**src/logic/rename_pkg.sv**
```systemverilog
package rename_pkg;

    // architectural register file
    localparam int NUM_AREG = 32;
    localparam int AREG_W = 5;

    // reorder buffer
    localparam int ROB_DEPTH = 64;
    localparam int ROB_W = 6;
    // highest occupancy that still lets a pair rename
    localparam int ROB_LIMIT = 60;
    // occupancy counter has to reach ROB_DEPTH itself
    localparam int CNT_W = $clog2(ROB_DEPTH + 1);

    // datapath
    localparam int XLEN = 32;

    // one RAT slot
    // check toggles on each new producer of a register, so spec and commit
    // entries only match once the newest producer has retired
    typedef struct packed {
        logic             check;
        logic [ROB_W-1:0] rob_id;
    } rat_entry_t;

    // functional unit class, carried through to dispatch
    typedef enum logic [1:0] {
        FU_ALU  = 2'd0,
        FU_MDU  = 2'd1,
        FU_LSU  = 2'd2,
        FU_NONE = 2'd3
    } fu_type_e;

endpackage

```
**src/logic/spec_rat.sv**
```systemverilog
module spec_rat
    import rename_pkg::*;
(
    input  logic                   clk,
    input  logic                   arst_n_i,
    input  logic                   flush_i,
    input  logic [3:0][AREG_W-1:0] raddr_i,
    output rat_entry_t [3:0]       rdata_o,
    input  logic [1:0][AREG_W-1:0] waddr_i,
    input  logic [1:0]             we_i,
    input  rat_entry_t [1:0]       wdata_i
);

    // newest in-flight producer per architectural register
    rat_entry_t [NUM_AREG-1:0] map_q;

    always_ff @(posedge clk or negedge arst_n_i) begin
        if (!arst_n_i) begin
            map_q <= '0;
        end else if (flush_i) begin
            map_q <= '0;
        end else begin
            // port 1 is written last and wins on a shared register
            for (int w = 0; w < 2; w++) begin
                if (we_i[w]) begin
                    map_q[waddr_i[w]] <= wdata_i[w];
                end
            end
        end
    end

    // no forwarding here, the rename stage bypasses inside the pair itself
    for (genvar r = 0; r < 4; r++) begin : g_read
        assign rdata_o[r] = map_q[raddr_i[r]];
    end

endmodule

```
**config.mk**
```make
export PLATFORM = sky130hd
export DESIGN_NAME = spec_rat
export DESIGN_NICKNAME = d
export VERILOG_FILES = /design/src/logic/rename_pkg.sv /design/src/logic/spec_rat.sv
export SDC_FILE = /design/constraint.sdc
export NUM_CORES = 1
export LEC_CHECK = 0
export BUFFER_PORTS_ARGS = -buffer_cell sky130_fd_sc_hd__clkbuf_2
export CAP_MARGIN = 20
export CORE_MARGIN = 1.5
export CORE_UTILIZATION = 45
export DETAILED_ROUTE_END_ITERATION = 12
export REMOVE_ABC_BUFFERS = 1
export SKIP_CTS_REPAIR_TIMING = 1
export SYNTH_ARGS = -nofsm -noshare
export SYNTH_HDL_FRONTEND = slang
export SYNTH_SLANG_ARGS = --single-unit
```
**constraint.sdc**
```tcl
create_clock -name clk -period 1.8 [get_ports clk]
set_input_delay 0.18 -clock clk [delete_from_list [all_inputs] [get_ports clk]]
set_output_delay 0.18 -clock clk [all_outputs]
set_load 0.02 [all_outputs]
```
==> results_dict.tcl, run 1 <==
set metrics [dict create \
    status "complete, but fails checks" \
    violations "setup timing" \
    endpoint_kind "primary output" \
    syn2layout_area_growth_pct 19.68 \
    netlist_instances 1796 \
    final_cell_mix "mux4_2, nand3_1, nor3_1" \
    path_cells "mux4_2 > mux4_2 > mux2_4 > buf_6" \
    start_util 0.4591 \
    path_class "flop to primary output" \
    period_share 1.547 \
    grt_pass1_vias 18620 \
    numCtsBuffers 28 \
    ys_top_cells_by_area "mux4_2, dfrtp_1, a311oi_1, nand3_1, nor3_1" \
    grt_util_all_layers 0.3959 \
    holdPathStages 4 \
    antenna_found_initial 0 \
    rows 75 \
    largest_reg_flops 224 \
    die_area_sq_mm 0.04424 \
    cap_violations 0 \
    worstPathMaxFanout 5 \
    yosys_warnings 0 \
    cts_tree "built" \
    multiInputGateArea_sq_mm 0.01258 \
    drive_gt1_frac 0.4106 \
    worst_ep_required_time_ns 1.62 \
    via_per_inst 8.209 \
    setup.worst_path.start_class "flop" \
    synth_cell_types 24 \
    grt_start_max_net_pins 57 \
    wl_per_cell_um 36.69 \
    rr_worst_depth 5 \
    p_leak_nw 7.883 \
    slowest_delay_ns 0.61 \
    postRouteAntennaNets 0 \
    ioPinCount 77 \
    antenna_cells 0 \
    yosysSeqAreaShare 0.2898 \
    syn_area_sq_mm 0.01934 \
    drt_iter0_drc 3970 \
    io_buffers 76 \
    slew_headroom 0.6155 \
    coreArea_sq_mm 0.04213 \
    yosysTopAreaCellShare 0.3260 \
    root_buffer "clkbuf_16" \
    finalPower_mw 13.83 \
    die_w_um 210.3 \
    setup_tns_ns -25.74 \
    drt-total-wl_um 87500 \
    firstDrtPassIters 8 \
    dp_slack_ns -0.5576 \
    maxSlewViolCount 0 \
    p_per_area_mw_per_mm2 597.4 \
    cp_top_family "multiplexers" \
    finalCriticalPeriod_ns 2.784 \
    clk-insertion-delay-late_ns 0.56 \
    yosysTopAreaCell "mux4_2" \
    fin_worst_skew_ns 0 \
    vias 19580 \
    regMostFlops "map_q" \
    mostFrequentLayoutCell "mux4_2" \
    drt_drc_violations_left 0 \
    hold_slack_ns 0.1054 \
    arrival_ns 2.60 \
    crit_top_cell "mux4_2" \
    setup_viol 28 \
    cp.depth 4 \
    rsz0062_at_grt "yes" \
    fin_ws_ns -0.9845 \
    path_buf_inv 1 \
    place_hpwl_um 59190 \
    clock-sinks 224 \
    chipHeight_um 210.3 \
    grt.overflow.total 0 \
    htreeDepth 1 \
    max_freq_mhz 359.1 \
    syn_area_per_cell_sq_um 10.77 \
    max-vdd-ir-drop_mv 0.6619 \
    nNetsFinal 1875 \
    hold_viol 0 \
    gp_congestion 1.036 \
    ys_ff_latch 224 \
    grt_pass1_wl_um 129600 \
    ctsLongestPathBuffers 3 \
    top_regs "map_q x224" \
    seq_area_sq_mm 0.005700 \
    hold_class "primary input to flop" \
    fillers 3523 \
    clk_pin_slew_ns 0.06 \
    cpMaxStageDelayCell "mux4_2" \
    worstMarginPinSlew_ns 0.5768 \
]
[per-stage QoR]
stage,util,std cells,cell area [sq um]
final,0.5494,2385,23150
after CTS,0.5394,2382,22730
after global placement,0.5181,2332,21830
after global routing,0.5494,2385,23150
after detailed placement,0.5181,2332,21830
after floorplan,-,1497,18050
[kinds of logic (layout without fill, tap and decap cells)]
family                 after synthesis  count (layout)  synth area share
flip-flops                         224             224            0.2898
AO/OA/AOI/OAI                      448             448            0.1594
AND/OR/NAND/NOR                    517             517            0.1415
buffers and inverters              299             349           0.06702
multiplexers                       308             308            0.3423
[routing by layer]
metal | vias up | track usage | routed length (um)
li1 | 7468 | - | -
met1 | 9860 | 0.5588 | 32020
met2 | 1962 | 0.5662 | 36980
met3 | 286 | 0.1190 | 13530
met4 | 2 | 0.1665 | 4902
met5 | - | 0.01001 | 64
[power breakdown]
group	internal (mW)	total, mW	switching [mW]
clock	3.29	5.66	2.37
sequential	5.13	5.31	0.178
combinational	1.14	2.85	1.72
total	9.56	13.8	4.27
[tightest hold or removal path, delay by kind of cell]
family | cells | cell delay, ns
AOI/OAI and AO/OA | 1 | 0.08
buffers and inverters | 2 | 0.28
and+or+nand+nor | 1 | 0.09
[Yosys cell counts]
cell type,count
a311oi_1,224
and3_1,2
and3b_1,5
buf_1,34
buf_2,19
buf_6,20
clkbuf_1,226
dfrtp_1,224
mux2_2,28
mux4_2,280
nand2b_1,4
nand3_1,228
nand3b_1,10
nor3_1,225
nor3_2,1
nor3b_1,1
nor3b_2,3
o21ai_0,169
o21ai_1,55
or2_0,10
or2_2,18
or3_1,2
or3b_1,2
or3b_2,6
[area by class of cell]
cell class	instances	share of cell area
Clock buffer	45	0.03605
Clock inverter	5	0.002648
Multi-Input combinational cell	1273	0.5434
Sequential cell	224	0.2463
Tap cell	539	0.02913
Timing Repair Buffer	299	0.1425
[final timing paths]
check / startpoint / end / slack, ns
hold / removal: wdata_i[6] / map_q[118] / 0.11
setup / recovery: map_q[98] / rdata_o[0] / -0.98
hold reg to reg: map_q[45] / map_q[45] / 0.63
min in group asynchronous: arst_n_i / map_q[194] / 0.14
max in group asynchronous: arst_n_i / map_q[112] / 0.94
setup reg to reg: map_q[118] / map_q[118] / 0.60
(Power assumes the default switching activity.)
==> run 2, diff against run 1 <==
Settings changed: BUFFER_PORTS_ARGS -buffer_cell sky130_fd_sc_hd__clkbuf_2 to not set, DONT_BUFFER_PORTS set to 1.
==> run 2 against run 1 <==
Compared with the run above: the run ends with hold timing, setup timing left; combinational power shrank 44%; largest power group unchanged; clock skew unchanged; critical endpoint is now rdata_o[20]; first-iteration DRC count shrank 40%; global-route usage shrank 4.1 points.
==> results_dict.tcl, run 2 (same netlist as run 1, synthesis figures left out) <==
set metrics [dict create \
    status "complete, but fails checks" \
    violations "hold timing, setup timing" \
    r2r-start "map_q[120]" \
    ioPinCount 77 \
    coreArea_sq_mm 0.04213 \
    worstPathMaxFanout 5 \
    slew_headroom 0.2163 \
    path_cells "mux4_2 > mux4_2 > mux2_4" \
    p_per_area_mw_per_mm2 603.5 \
    ctsLongestPathBuffers 3 \
    max-vdd-ir-drop_mv 0.5300 \
    crit_top_cell "mux4_2" \
    maxSlewViolCount 0 \
    nNetsFinal 1789 \
    setup_tns_ns -22.78 \
    fillers 3518 \
    pwr-share-seq 0.395 \
    grt_pass1_vias 16890 \
    place_hpwl_um 46160 \
    p_leak_nw 7.597 \
    chipHeight_um 210.3 \
    regMostFlops "map_q" \
    arrival_ns 2.51 \
    drt-total-wl_um 81220 \
    hold_class "primary input to asynchronous set/reset pin" \
    finalCriticalPeriod_ns 2.688 \
    syn2layout_area_growth_pct 13.80 \
    fin_ws_ns -0.8878 \
    gp_congestion 1.017 \
    postRouteAntennaNets 0 \
    cts_tree "built" \
    worstMarginPinSlew_ns 1.172 \
    worst_ep_required_time_ns 1.62 \
    power_frac_clock 0.485 \
    p_comb_frac 0.120 \
    clk-insertion-delay-late_ns 0.57 \
    root_buffer "clkbuf_16" \
    path_class "flop to primary output" \
    finalPower_mw 13.28 \
    hold_viol 312 \
    antenna_found_initial 3 \
    switchingPower_mw 3.387 \
    path_buf_inv 0 \
    intPower_mw 9.896 \
    grt_util_all_layers 0.3553 \
    mostFrequentLayoutCell "mux4_2" \
    endpoint_kind "primary output" \
    final_cell_mix "mux4_2, nand3_1, nor3_1" \
    htreeDepth 1 \
    rr_worst_depth 4 \
    fin_worst_skew_ns 0 \
    io_buffers 0 \
    grt.overflow.total 0 \
    slowest_delay_ns 0.61 \
    clock-sinks 224 \
    vias 18620 \
    max_freq_mhz 372.1 \
    setup_viol 32 \
    top_regs "map_q x224" \
    r2r_slack_ns 0.21 \
    firstDrtPassIters 6 \
    setup.worst_path.start_class "flop" \
    drt_iter0_drc 2399 \
    grt_pass1_wl_um 117100 \
    rows 75 \
    cp_top_family "multiplexers" \
    rsz0062_at_grt "yes" \
    hold_slack_ns -0.6770 \
    p_sw_frac 0.2550 \
    die_w_um 210.3 \
    period_share 1.493 \
    drt_drc_violations_left 0 \
    via_per_inst 8.100 \
    drive_gt1_frac 0.2632 \
    cap_violations 0 \
    die_area_sq_mm 0.04424 \
    numCtsBuffers 29 \
    grt_start_max_net_pins 225 \
    start_util 0.4591 \
    cpMaxStageDelayCell "mux4_2" \
    r2r_end "map_q[120]" \
    clk_pin_slew_ns 0.07 \
    wl_per_cell_um 35.33 \
    largest_reg_flops 224 \
]
-- run 2: layout make-up --
cell class / count / area, sq um / area share
Multi-Input combinational cell: 1273 / 12580 / 0.5716
Timing Repair Buffer: 212 / 2116 / 0.09612
Clock inverter: 12 / 216.5 / 0.009833
Antenna cell: 1 / 2.502 / 0.0001137
Clock buffer: 38 / 809.5 / 0.03678
Sequential cell: 224 / 5610 / 0.2549
Tap cell: 539 / 674.4 / 0.03064
-- run 2: power by group through the flow --
stage	Sequential, mW	Clock (mW)	Combinational (mW)
after CTS	5.24	6.43	1.37
final	5.24	6.44	1.60
after global placement	5.32	0	1.35
after floorplan	5.29	0	0.919
after global routing	5.26	6.62	1.62
after detailed placement	5.33	0	1.36
-- run 2: worst max-delay path by stage --
stage,endpoint,from,slack (ns),cells past startpoint
floorplan,map_q[196],waddr_i[0],-2.04,3
global placement,rdata_o[20],map_q[48],-0.22,3
detailed placement,rdata_o[20],map_q[48],-0.25,3
CTS,rdata_o[20],map_q[48],-0.86,3
global route,rdata_o[20],map_q[48],-0.90,3
finish,rdata_o[20],map_q[6],-0.89,3
-- run 2: through the flow --
| stage | utilization | cell area (sq um) | worst slack (ns) | instances | hold slack, ns |
|---|---|---|---|---|---|
| global placement | 0.4600 | 19380 | -0.2235 | 2099 | -0.1007 |
| global route | 0.5224 | 22010 | -0.9042 | 2298 | -0.6822 |
| CTS | 0.4843 | 20410 | -0.8566 | 2149 | -0.6930 |
| floorplan | - | 18050 | -2.044 | 1497 | -0.1156 |
| detailed placement | 0.4600 | 19380 | -0.2513 | 2099 | -0.1024 |
| finish | 0.5224 | 22010 | -0.8878 | 2299 | -0.6770 |
-- run 2: routing by layer --
layer	routed length [um]	GRT usage
met3	11620	0.07986
met5	25	0
met2	36460	0.5514
met1	28180	0.4870
met4	4929	0.1402
