==> src/logic/rename_pkg.sv <==
package rename_pkg;

    // architectural register file
    localparam int NUM_AREG = 32;
    localparam int AREG_W = 5;

    // reorder buffer
    localparam int ROB_DEPTH = 64;
    localparam int ROB_W = 6;
    // highest occupancy that still lets a pair rename
    localparam int ROB_LIMIT = 60;
    // occupancy counter has to reach ROB_DEPTH itself
    localparam int CNT_W = $clog2(ROB_DEPTH + 1);

    // datapath
    localparam int XLEN = 32;

    // one RAT slot
    // check toggles on each new producer of a register, so spec and commit
    // entries only match once the newest producer has retired
    typedef struct packed {
        logic             check;
        logic [ROB_W-1:0] rob_id;
    } rat_entry_t;

    // functional unit class, carried through to dispatch
    typedef enum logic [1:0] {
        FU_ALU  = 2'd0,
        FU_MDU  = 2'd1,
        FU_LSU  = 2'd2,
        FU_NONE = 2'd3
    } fu_type_e;

endpackage

==> src/logic/rob_alloc.sv <==
module rob_alloc
    import rename_pkg::*;
(
    input  logic             clk,
    input  logic             arst_n_i,
    input  logic             flush_i,
    input  logic [1:0]       issue_i,
    input  logic [1:0]       retire_i,
    output logic [ROB_W-1:0] base_id_o,
    output logic             available_o
);

    logic [CNT_W-1:0] count_q;
    logic [CNT_W-1:0] count_d;
    logic [ROB_W-1:0] ptr_q;
    logic [ROB_W-1:0] ptr_d;
    logic             available_q;

    assign count_d = count_q + CNT_W'(issue_i[0]) + CNT_W'(issue_i[1])
                   - CNT_W'(retire_i[0]) - CNT_W'(retire_i[1]);

    // ROB_DEPTH is a power of two, pointer wraps on its own
    assign ptr_d = ptr_q + ROB_W'(issue_i[0]) + ROB_W'(issue_i[1]);

    always_ff @(posedge clk or negedge arst_n_i) begin
        if (!arst_n_i) begin
            count_q     <= '0;
            ptr_q       <= '0;
            available_q <= 1'b1;
        end else if (flush_i) begin
            count_q     <= '0;
            ptr_q       <= '0;
            available_q <= 1'b1;
        end else begin
            count_q     <= count_d;
            ptr_q       <= ptr_d;
            // one cycle behind the count, ROB_LIMIT leaves room for the lag
            available_q <= (count_q <= CNT_W'(ROB_LIMIT));
        end
    end

    assign base_id_o   = ptr_q;
    assign available_o = available_q;

endmodule

==> config.mk <==
export PLATFORM = sky130hd
export DESIGN_NAME = rob_alloc
export DESIGN_NICKNAME = d
export VERILOG_FILES = /design/src/logic/rename_pkg.sv /design/src/logic/rob_alloc.sv
export SDC_FILE = /design/constraint.sdc
export NUM_CORES = 1
export LEC_CHECK = 0
export BUFFER_PORTS_ARGS = -buffer_cell sky130_fd_sc_hd__clkbuf_2
export CAP_MARGIN = 25
export CORE_UTILIZATION = 57
export CTS_BUF_LIST = sky130_fd_sc_hd__clkbuf_2 sky130_fd_sc_hd__clkbuf_4 sky130_fd_sc_hd__clkbuf_8
export DETAILED_ROUTE_END_ITERATION = 16
export GPL_TIMING_DRIVEN = 0
export PLACE_DENSITY = 0.78
export SKIP_LAST_GASP = 1
export SYNTH_ARGS = -nofsm -noshare
export SYNTH_HDL_FRONTEND = slang
export SYNTH_SLANG_ARGS = --single-unit
==> constraint.sdc <==
create_clock -name clk -period 2.3 [get_ports clk]
set_clock_uncertainty 0.05 [all_clocks]
set_input_delay 0.46 -clock clk [delete_from_list [all_inputs] [get_ports clk]]
set_output_delay 0.46 -clock clk [all_outputs]
set_load 0.05 [all_outputs]
==> results of run 1 <==
-- flip-flops by register name, indices dropped and copies added, names as in the netlist --
| register | count |
|---|---|
| available_o | 1 |
| base_id_o | 6 |
| count_q | 7 |
-- power by group --
group          total [mW]  internal, mW  switching [mW]
Clock               0.174        0.0964          0.0779
Sequential          0.359         0.311          0.0479
Combinational       0.632         0.290           0.342
-- logic make-up (layout without fill, tap and decap cells) --
logic type	count (synthesis)	in the layout	share of synthesized area [%]
buffers and inverters	17	34	7.81
muxes	1	1	1.10
xor gates and xnor gates	4	4	3.84
and+or+nand+nor	24	24	16.2
adders and majority gates	15	15	23.8
DFF	14	14	38.5
AOI/OAI and AO/OA	11	11	8.77
-- stage by stage --
step,area (um^2),setup TNS (ps),cells,total power [mW]
finish,1060,0,119,1.17
global route,1060,0,119,1.27
CTS,1060,0,118,1.17
detailed placement,1020,-757,114,0.988
global placement,1020,-597,114,0.947
floorplan,940,-59.2,86,0.853
-- path summary, 6_finish.rpt --
| kind | from | to | slack, ps | cells after the start |
|---|---|---|---|---|
| min reg2reg | count_q[6]$_DFF_PN0_ | available_o$_DFF_PN1_ | 500 | 2 |
| max | retire_i[0] | count_q[6]$_DFF_PN0_ | 40 | 10 |
| max reg2reg | count_q[0]$_DFF_PN0_ | count_q[5]$_DFF_PN0_ | 450 | 8 |
| min in group clk | flush_i | base_id_o[0]$_DFF_PN0_ | 310 | 2 |
| min | arst_n_i | base_id_o[3]$_DFF_PN0_ | 10 | 1 |
| max in group asynchronous | arst_n_i | available_o$_DFF_PN1_ | 1890 | 1 |
-- cells in the mapped netlist --
cell and number:
nor3_1 2, clkbuf_1 1, nand2b_4 1, o21ai_0 2, fa_1 4, nand3_1 3, xnor2_1 2, and2b_1 1
inv_1 15, xor2_1 2, nor2b_1 3, o211ai_2 1, a21oi_1 2, or4_1 1, dfstp_2 1, a41o_1 1
nor4bb_1 1, nor2_1 6, or2_2 1, mux2i_1 1, nor3b_1 1, ha_1 11, dfrtp_1 13, a211oi_1 2
nor4b_1 1, buf_6 1, nand2_1 1, or4b_1 1, a21o_1 3, or3_1 1
-- worst max-delay path: stages --
cell and delay [ps]:
clkbuf_2 80, inv_2 30, fa_1 550, inv_2 40, fa_2 330, inv_2 80, ha_4 150, a211oi_2 80
or4_1 530, o211ai_2 90
-- placed cells by master (no fill, tap or decap), types with 2 or more instances in the layout --
master	n
a21o_1	3
clkbuf_2	12
clkbuf_4	3
dfrtp_1	13
fa_1	2
fa_2	2
ha_1	10
inv_1	12
inv_2	3
nand3_1	3
nor2_1	6
nor2b_1	3
nor3_1	2
o21ai_0	2
xnor2_1	2
xor2_1	2
-- layer usage --
layer  part of all wire, %  vias to the layer above  GRT usage, %
li1                      -                      319             -
met1                    42                      307          25.4
met2                    53                       21          40.3
met3                   3.7                        2          6.90
met4                   1.3                        0          11.3
met5                     0                        -             0
-- what timing repair did --
action,in CTS,in global routing
endpoints found under the hold margin,0,0
buffers inserted,0,1
endpoints found under the setup margin,0,2
hold buffers,0,0
gates resized for setup,0,1
-- final cells by class --
cell class	count	area, um^2	area share, %
Buffer	2	15.0	1.41
Tap cell	16	20.0	1.88
Sequential cell	14	352	33.1
Clock buffer	4	36.3	3.41
Inverter	15	56.3	5.29
Multi-Input combinational cell	55	517	48.6
Timing Repair Buffer	13	67.6	6.35
==> results_dict.tcl, run 1 <==
set metrics [dict create \
    avgSynthCellArea_um2 10.6 \
    p_per_area_nw_per_um2 1100 \
    hold_viol_final 0 \
    grt_overflow 0 \
    syn_inst 86 \
    yosysTopAreaCell "dfrtp_1" \
    seq_area_frac_synth_pct 38.5 \
    drt_iter0_markers 15 \
    critPathKind "input pin to flip-flop" \
    cp-end-kind "flip-flop" \
    cp_data_arrival_time_ps 2430 \
    die_w_um 42.0 \
    fin_crit_sh_pct 98.5 \
    maxCapViolations 0 \
    fillers 130 \
    drt-total-wl_um 1610 \
    via_per_inst 5.45 \
    portBuffers 12 \
    post-route-min-period_ps 2260 \
    ys_types 30 \
    worst_slew_pin_slew_ps 449 \
    cts_inserted_buffers 3 \
    drcViolationCount 0 \
    fin_ws_ps 35.5 \
    final_util_pct 70.6 \
    crit_required_ps 2460 \
    vdd_ir_drop_max_uv 657 \
    cts.clk_slew.worst_paths_ps 80 \
    yosysWarnings 0 \
    ys_ff_latch 14 \
    hold_slack_ps 11.8 \
    dieArea_um2 1770 \
    power.leakage_nw 0.543 \
    fp-row-count 14 \
    core_um2 1510 \
    diodes 0 \
    grtUsageTotal_pct 23.1 \
    wl_per_cell_um 13.6 \
    start_kind "input pin" \
    fmax_ghz 0.442 \
    hold_path_class "input pin to async pin" \
    drive_gt1_share_pct 29.1 \
    cts_max_level 1 \
    synth_top_area_share_pct 35.6 \
    io_pins 14 \
    grt_max_degree 15 \
    cp_max_fo 3 \
    dp_hpwl_um 1310 \
    clk_latency_ps 280 \
    cts_tree "yes" \
    grt_pass1_wl_um 2880 \
    slew_headroom_pct 70.1 \
    rsz0062_at_grt "no" \
    outcome "finished clean" \
    synth_nets 108 \
    die_h_um 42.0 \
    grt_pass1_vias 645 \
    cts_root_buf "clkbuf_4" \
    clk_path_buf_depth 2 \
    slew_viol_final 0 \
    cts_num_sinks 14 \
    dr_total_vias 649 \
    setup_viol 0 \
    ant_nets 0 \
    area_growth_pct 16.4 \
    first_pass_iters 4 \
    nNetsFinal 126 \
    place_ws_ps -281 \
    yosys-top-cells-area "dfrtp_1 36%, ha_1 15%, fa_1 8.8%" \
    gp_congestion 0.746 \
    netlist_area_um2 913 \
    start_util_pct 60.6 \
    antenna_found_initial 0 \
]
No activity file was read; power rests on OpenSTA's default activity.
==> inputs of run 2 (changes only) <==
--- a/config.mk
+++ b/config.mk
@@ -5,6 +5,7 @@
 export SDC_FILE = /design/constraint.sdc
 export NUM_CORES = 1
 export LEC_CHECK = 0
+export ABC_AREA = 1
 export BUFFER_PORTS_ARGS = -buffer_cell sky130_fd_sc_hd__clkbuf_2
 export CAP_MARGIN = 25
 export CORE_UTILIZATION = 57
==> results_dict.tcl, run 2 <==
set metrics [dict create \
    syn_inst 107 \
    core_um2 1380 \
    synth_edf_count 0 \
    p_per_area_nw_per_um2 1150 \
    multi_input_area_um2 464 \
    cts_max_level 1 \
    post-route-min-period_ps 2210 \
    ant_nets 0 \
    synth_top_cells_by_count "24 x inv_1, 15 x nand2_1, 15 x nor2_1" \
    switching_power_mw 0.549 \
    p_total_mw 1.20 \
    synth_top_area_share_pct 36.5 \
    io_pins 14 \
    grt_pass1_vias 635 \
    cp_max_fo 3 \
    cts_inserted_buffers 3 \
    wl_per_cell_um 12.1 \
    cts_tree "yes" \
    cts_num_sinks 14 \
    switching_share_pct 45.5 \
    critPathKind "input pin to flip-flop" \
    synth_compound_area_share_pct 7.85 \
    finalNonFillerCells 140 \
    clock_power_share_pct 14.3 \
    fmax_ghz 0.452 \
    synth_xor_area_share_pct 0 \
    clk_latency_ps 270 \
    cts.clk_slew.worst_paths_ps 80 \
    setup_tns_ps 0 \
    yosys.area_share.simple_pct 17.4 \
    dpl_cell_area_um2 991 \
    dp_hpwl_um 1250 \
    drive_gt1_share_pct 23.2 \
    synth_top_family_by_area "adder cells" \
    yosysMostFrequentCell "inv_1" \
    seq_area_frac_synth_pct 39.4 \
    dp.cells 135 \
    start_kind "input pin" \
    outcome "finished clean" \
    die_w_um 41.6 \
    grt_overflow 0 \
    drt-total-wl_um 1690 \
    netlist_area_um2 892 \
    rsz0062_at_grt "yes" \
    start_util_pct 64.5 \
    worst_slew_pin_slew_ps 333 \
    grt_pass1_wl_um 2880 \
    power.leakage_nw 0.581 \
    die_h_um 41.6 \
    fin_crit_sh_pct 96.2 \
    crit_required_ps 2420 \
    diodes 0 \
    portBuffers 13 \
    yosysTopAreaCell "dfrtp_1" \
    via_per_inst 5.19 \
    hold_viol_final 0 \
    hold_buffers 0 \
    ys_types 14 \
    drcViolationCount 0 \
    gp_congestion 0.780 \
    vdd_ir_drop_max_uv 789 \
    ys_ff_latch 14 \
    final_common_cell "inv_1" \
    yosys-mux-area-fraction_pct 0 \
    fp-row-count 13 \
    combPwrFrac_pct 55.4 \
    yosys-top-cells-area "dfrtp_1 36%, ha_1 15%, inv_1 10%" \
    clk_path_buf_depth 2 \
    avgSynthCellArea_um2 8.34 \
    slew_viol_final 0 \
    dr_total_vias 726 \
    slew_headroom_pct 77.8 \
    dieArea_um2 1730 \
    drt_iter0_markers 16 \
    yosysWarnings 0 \
    synthFlopType "dfrtp_1" \
    p_seq_share_pct 30.2 \
    hold_slack_ps 16.7 \
    setup_viol 0 \
    maxCapViolations 0 \
    largest_reg_flops 7 \
    synthArstFlopShare_pct 100 \
    hold_path_class "input pin to async pin" \
    final_cell_mix "20 x inv_1, 15 x nand2_1, 15 x nor2_1, 13 x dfrtp_1, 12 x clkbuf_2" \
    cp_data_arrival_time_ps 2340 \
    nNetsFinal 148 \
    top_register "count_q" \
    cts_root_buf "clkbuf_4" \
    antenna_found_initial 0 \
    area_growth_pct 17.4 \
    postLayoutCellArea_um2 1050 \
    synth_nets 129 \
    internal_power_mw 0.656 \
    fillers 109 \
    regArea_um2 352 \
    first_pass_iters 4 \
    synthAdderAreaFrac_pct 24.4 \
    cp-end-kind "flip-flop" \
    grt_max_degree 15 \
    grtUsageTotal_pct 22.3 \
]
[run 2: cell count changes in the layout (fill, tap and decap cells not counted), sizes merged, moves of 3 or more]
cell / before / now
a21o: 3 / 0
a21oi: 2 / 8
inv: 15 / 26
nand2: 1 / 15
nor2: 6 / 15
nor2b: 3 / 0
o21ai: 2 / 6
[run 2: critical path, stage by stage]
cell and delay (ps):
clkbuf_2 80, inv_2 40, fa_1 470, inv_2 80, fa_2 190, inv_2 40, ha_4 150, fa_2 350
nand2_1 80, nand2_1 60, a21oi_2 170, nand2_1 70, nand2_1 60, nor2_1 40
[run 2: area by class of cell]
class,instances,area share (%)
Clock buffer,4,3.46
Inverter,26,9.32
Multi-Input combinational cell,67,44.3
Sequential cell,14,33.6
Tap cell,15,1.79
Timing Repair Buffer,14,7.53
[run 2: routing by layer]
metal	track usage, %	routed length [um]
met5	0	0
met4	11.6	23
met3	1.30	56
met2	37.5	927
met1	28.9	683
[run 2: logic make-up (layout without fill, tap and decap cells)]
logic type | after synthesis | count (layout)
fa+ha+maj | 15 | 15
compound gates | 14 | 14
flops | 14 | 14
simple gates | 38 | 38
buf+inv | 26 | 44
[run 2: repair_timing]
| action | 4_1_cts | 5_1_grt |
|---|---|---|
| setup endpoints to repair | 0 | 1 |
| setup buffers | 0 | 1 |
| resized for setup | 0 | 7 |
[run 2: worst paths after layout]
kind	start	end	slack, ps	cells after the start
max	retire_i[0]	count_q[5]$_DFF_PN0_	90	14
min	arst_n_i	count_q[5]$_DFF_PN0_	20	1
max reg2reg	count_q[1]$_DFF_PN0_	count_q[5]$_DFF_PN0_	400	11
min reg2reg	base_id_o[4]$_DFF_PN0_	base_id_o[4]$_DFF_PN0_	470	1
max in group asynchronous	arst_n_i	available_o$_DFF_PN1_	1890	1
min in group clk	flush_i	base_id_o[0]$_DFF_PN0_	360	2
[run 2: per-stage QoR]
stage / setup WS, ps / util (%)
after floorplan: 23.5 / -
after global placement: -199 / 71.7
after detailed placement: -271 / 71.7
after CTS: 27.5 / 74.3
after global routing: -37.1 / 75.7
final: 88.0 / 75.7
[run 2: power by group through the flow]
stage          clock network, mW  logic, mW  registers, mW
5_1_grt                    0.185      0.771          0.373
6_report                   0.173      0.668          0.364
3_3_place_gp                   0      0.593          0.362
2_1_floorplan                  0      0.452          0.397
4_1_cts                    0.176      0.646          0.364
3_5_place_dp                   0      0.619          0.368
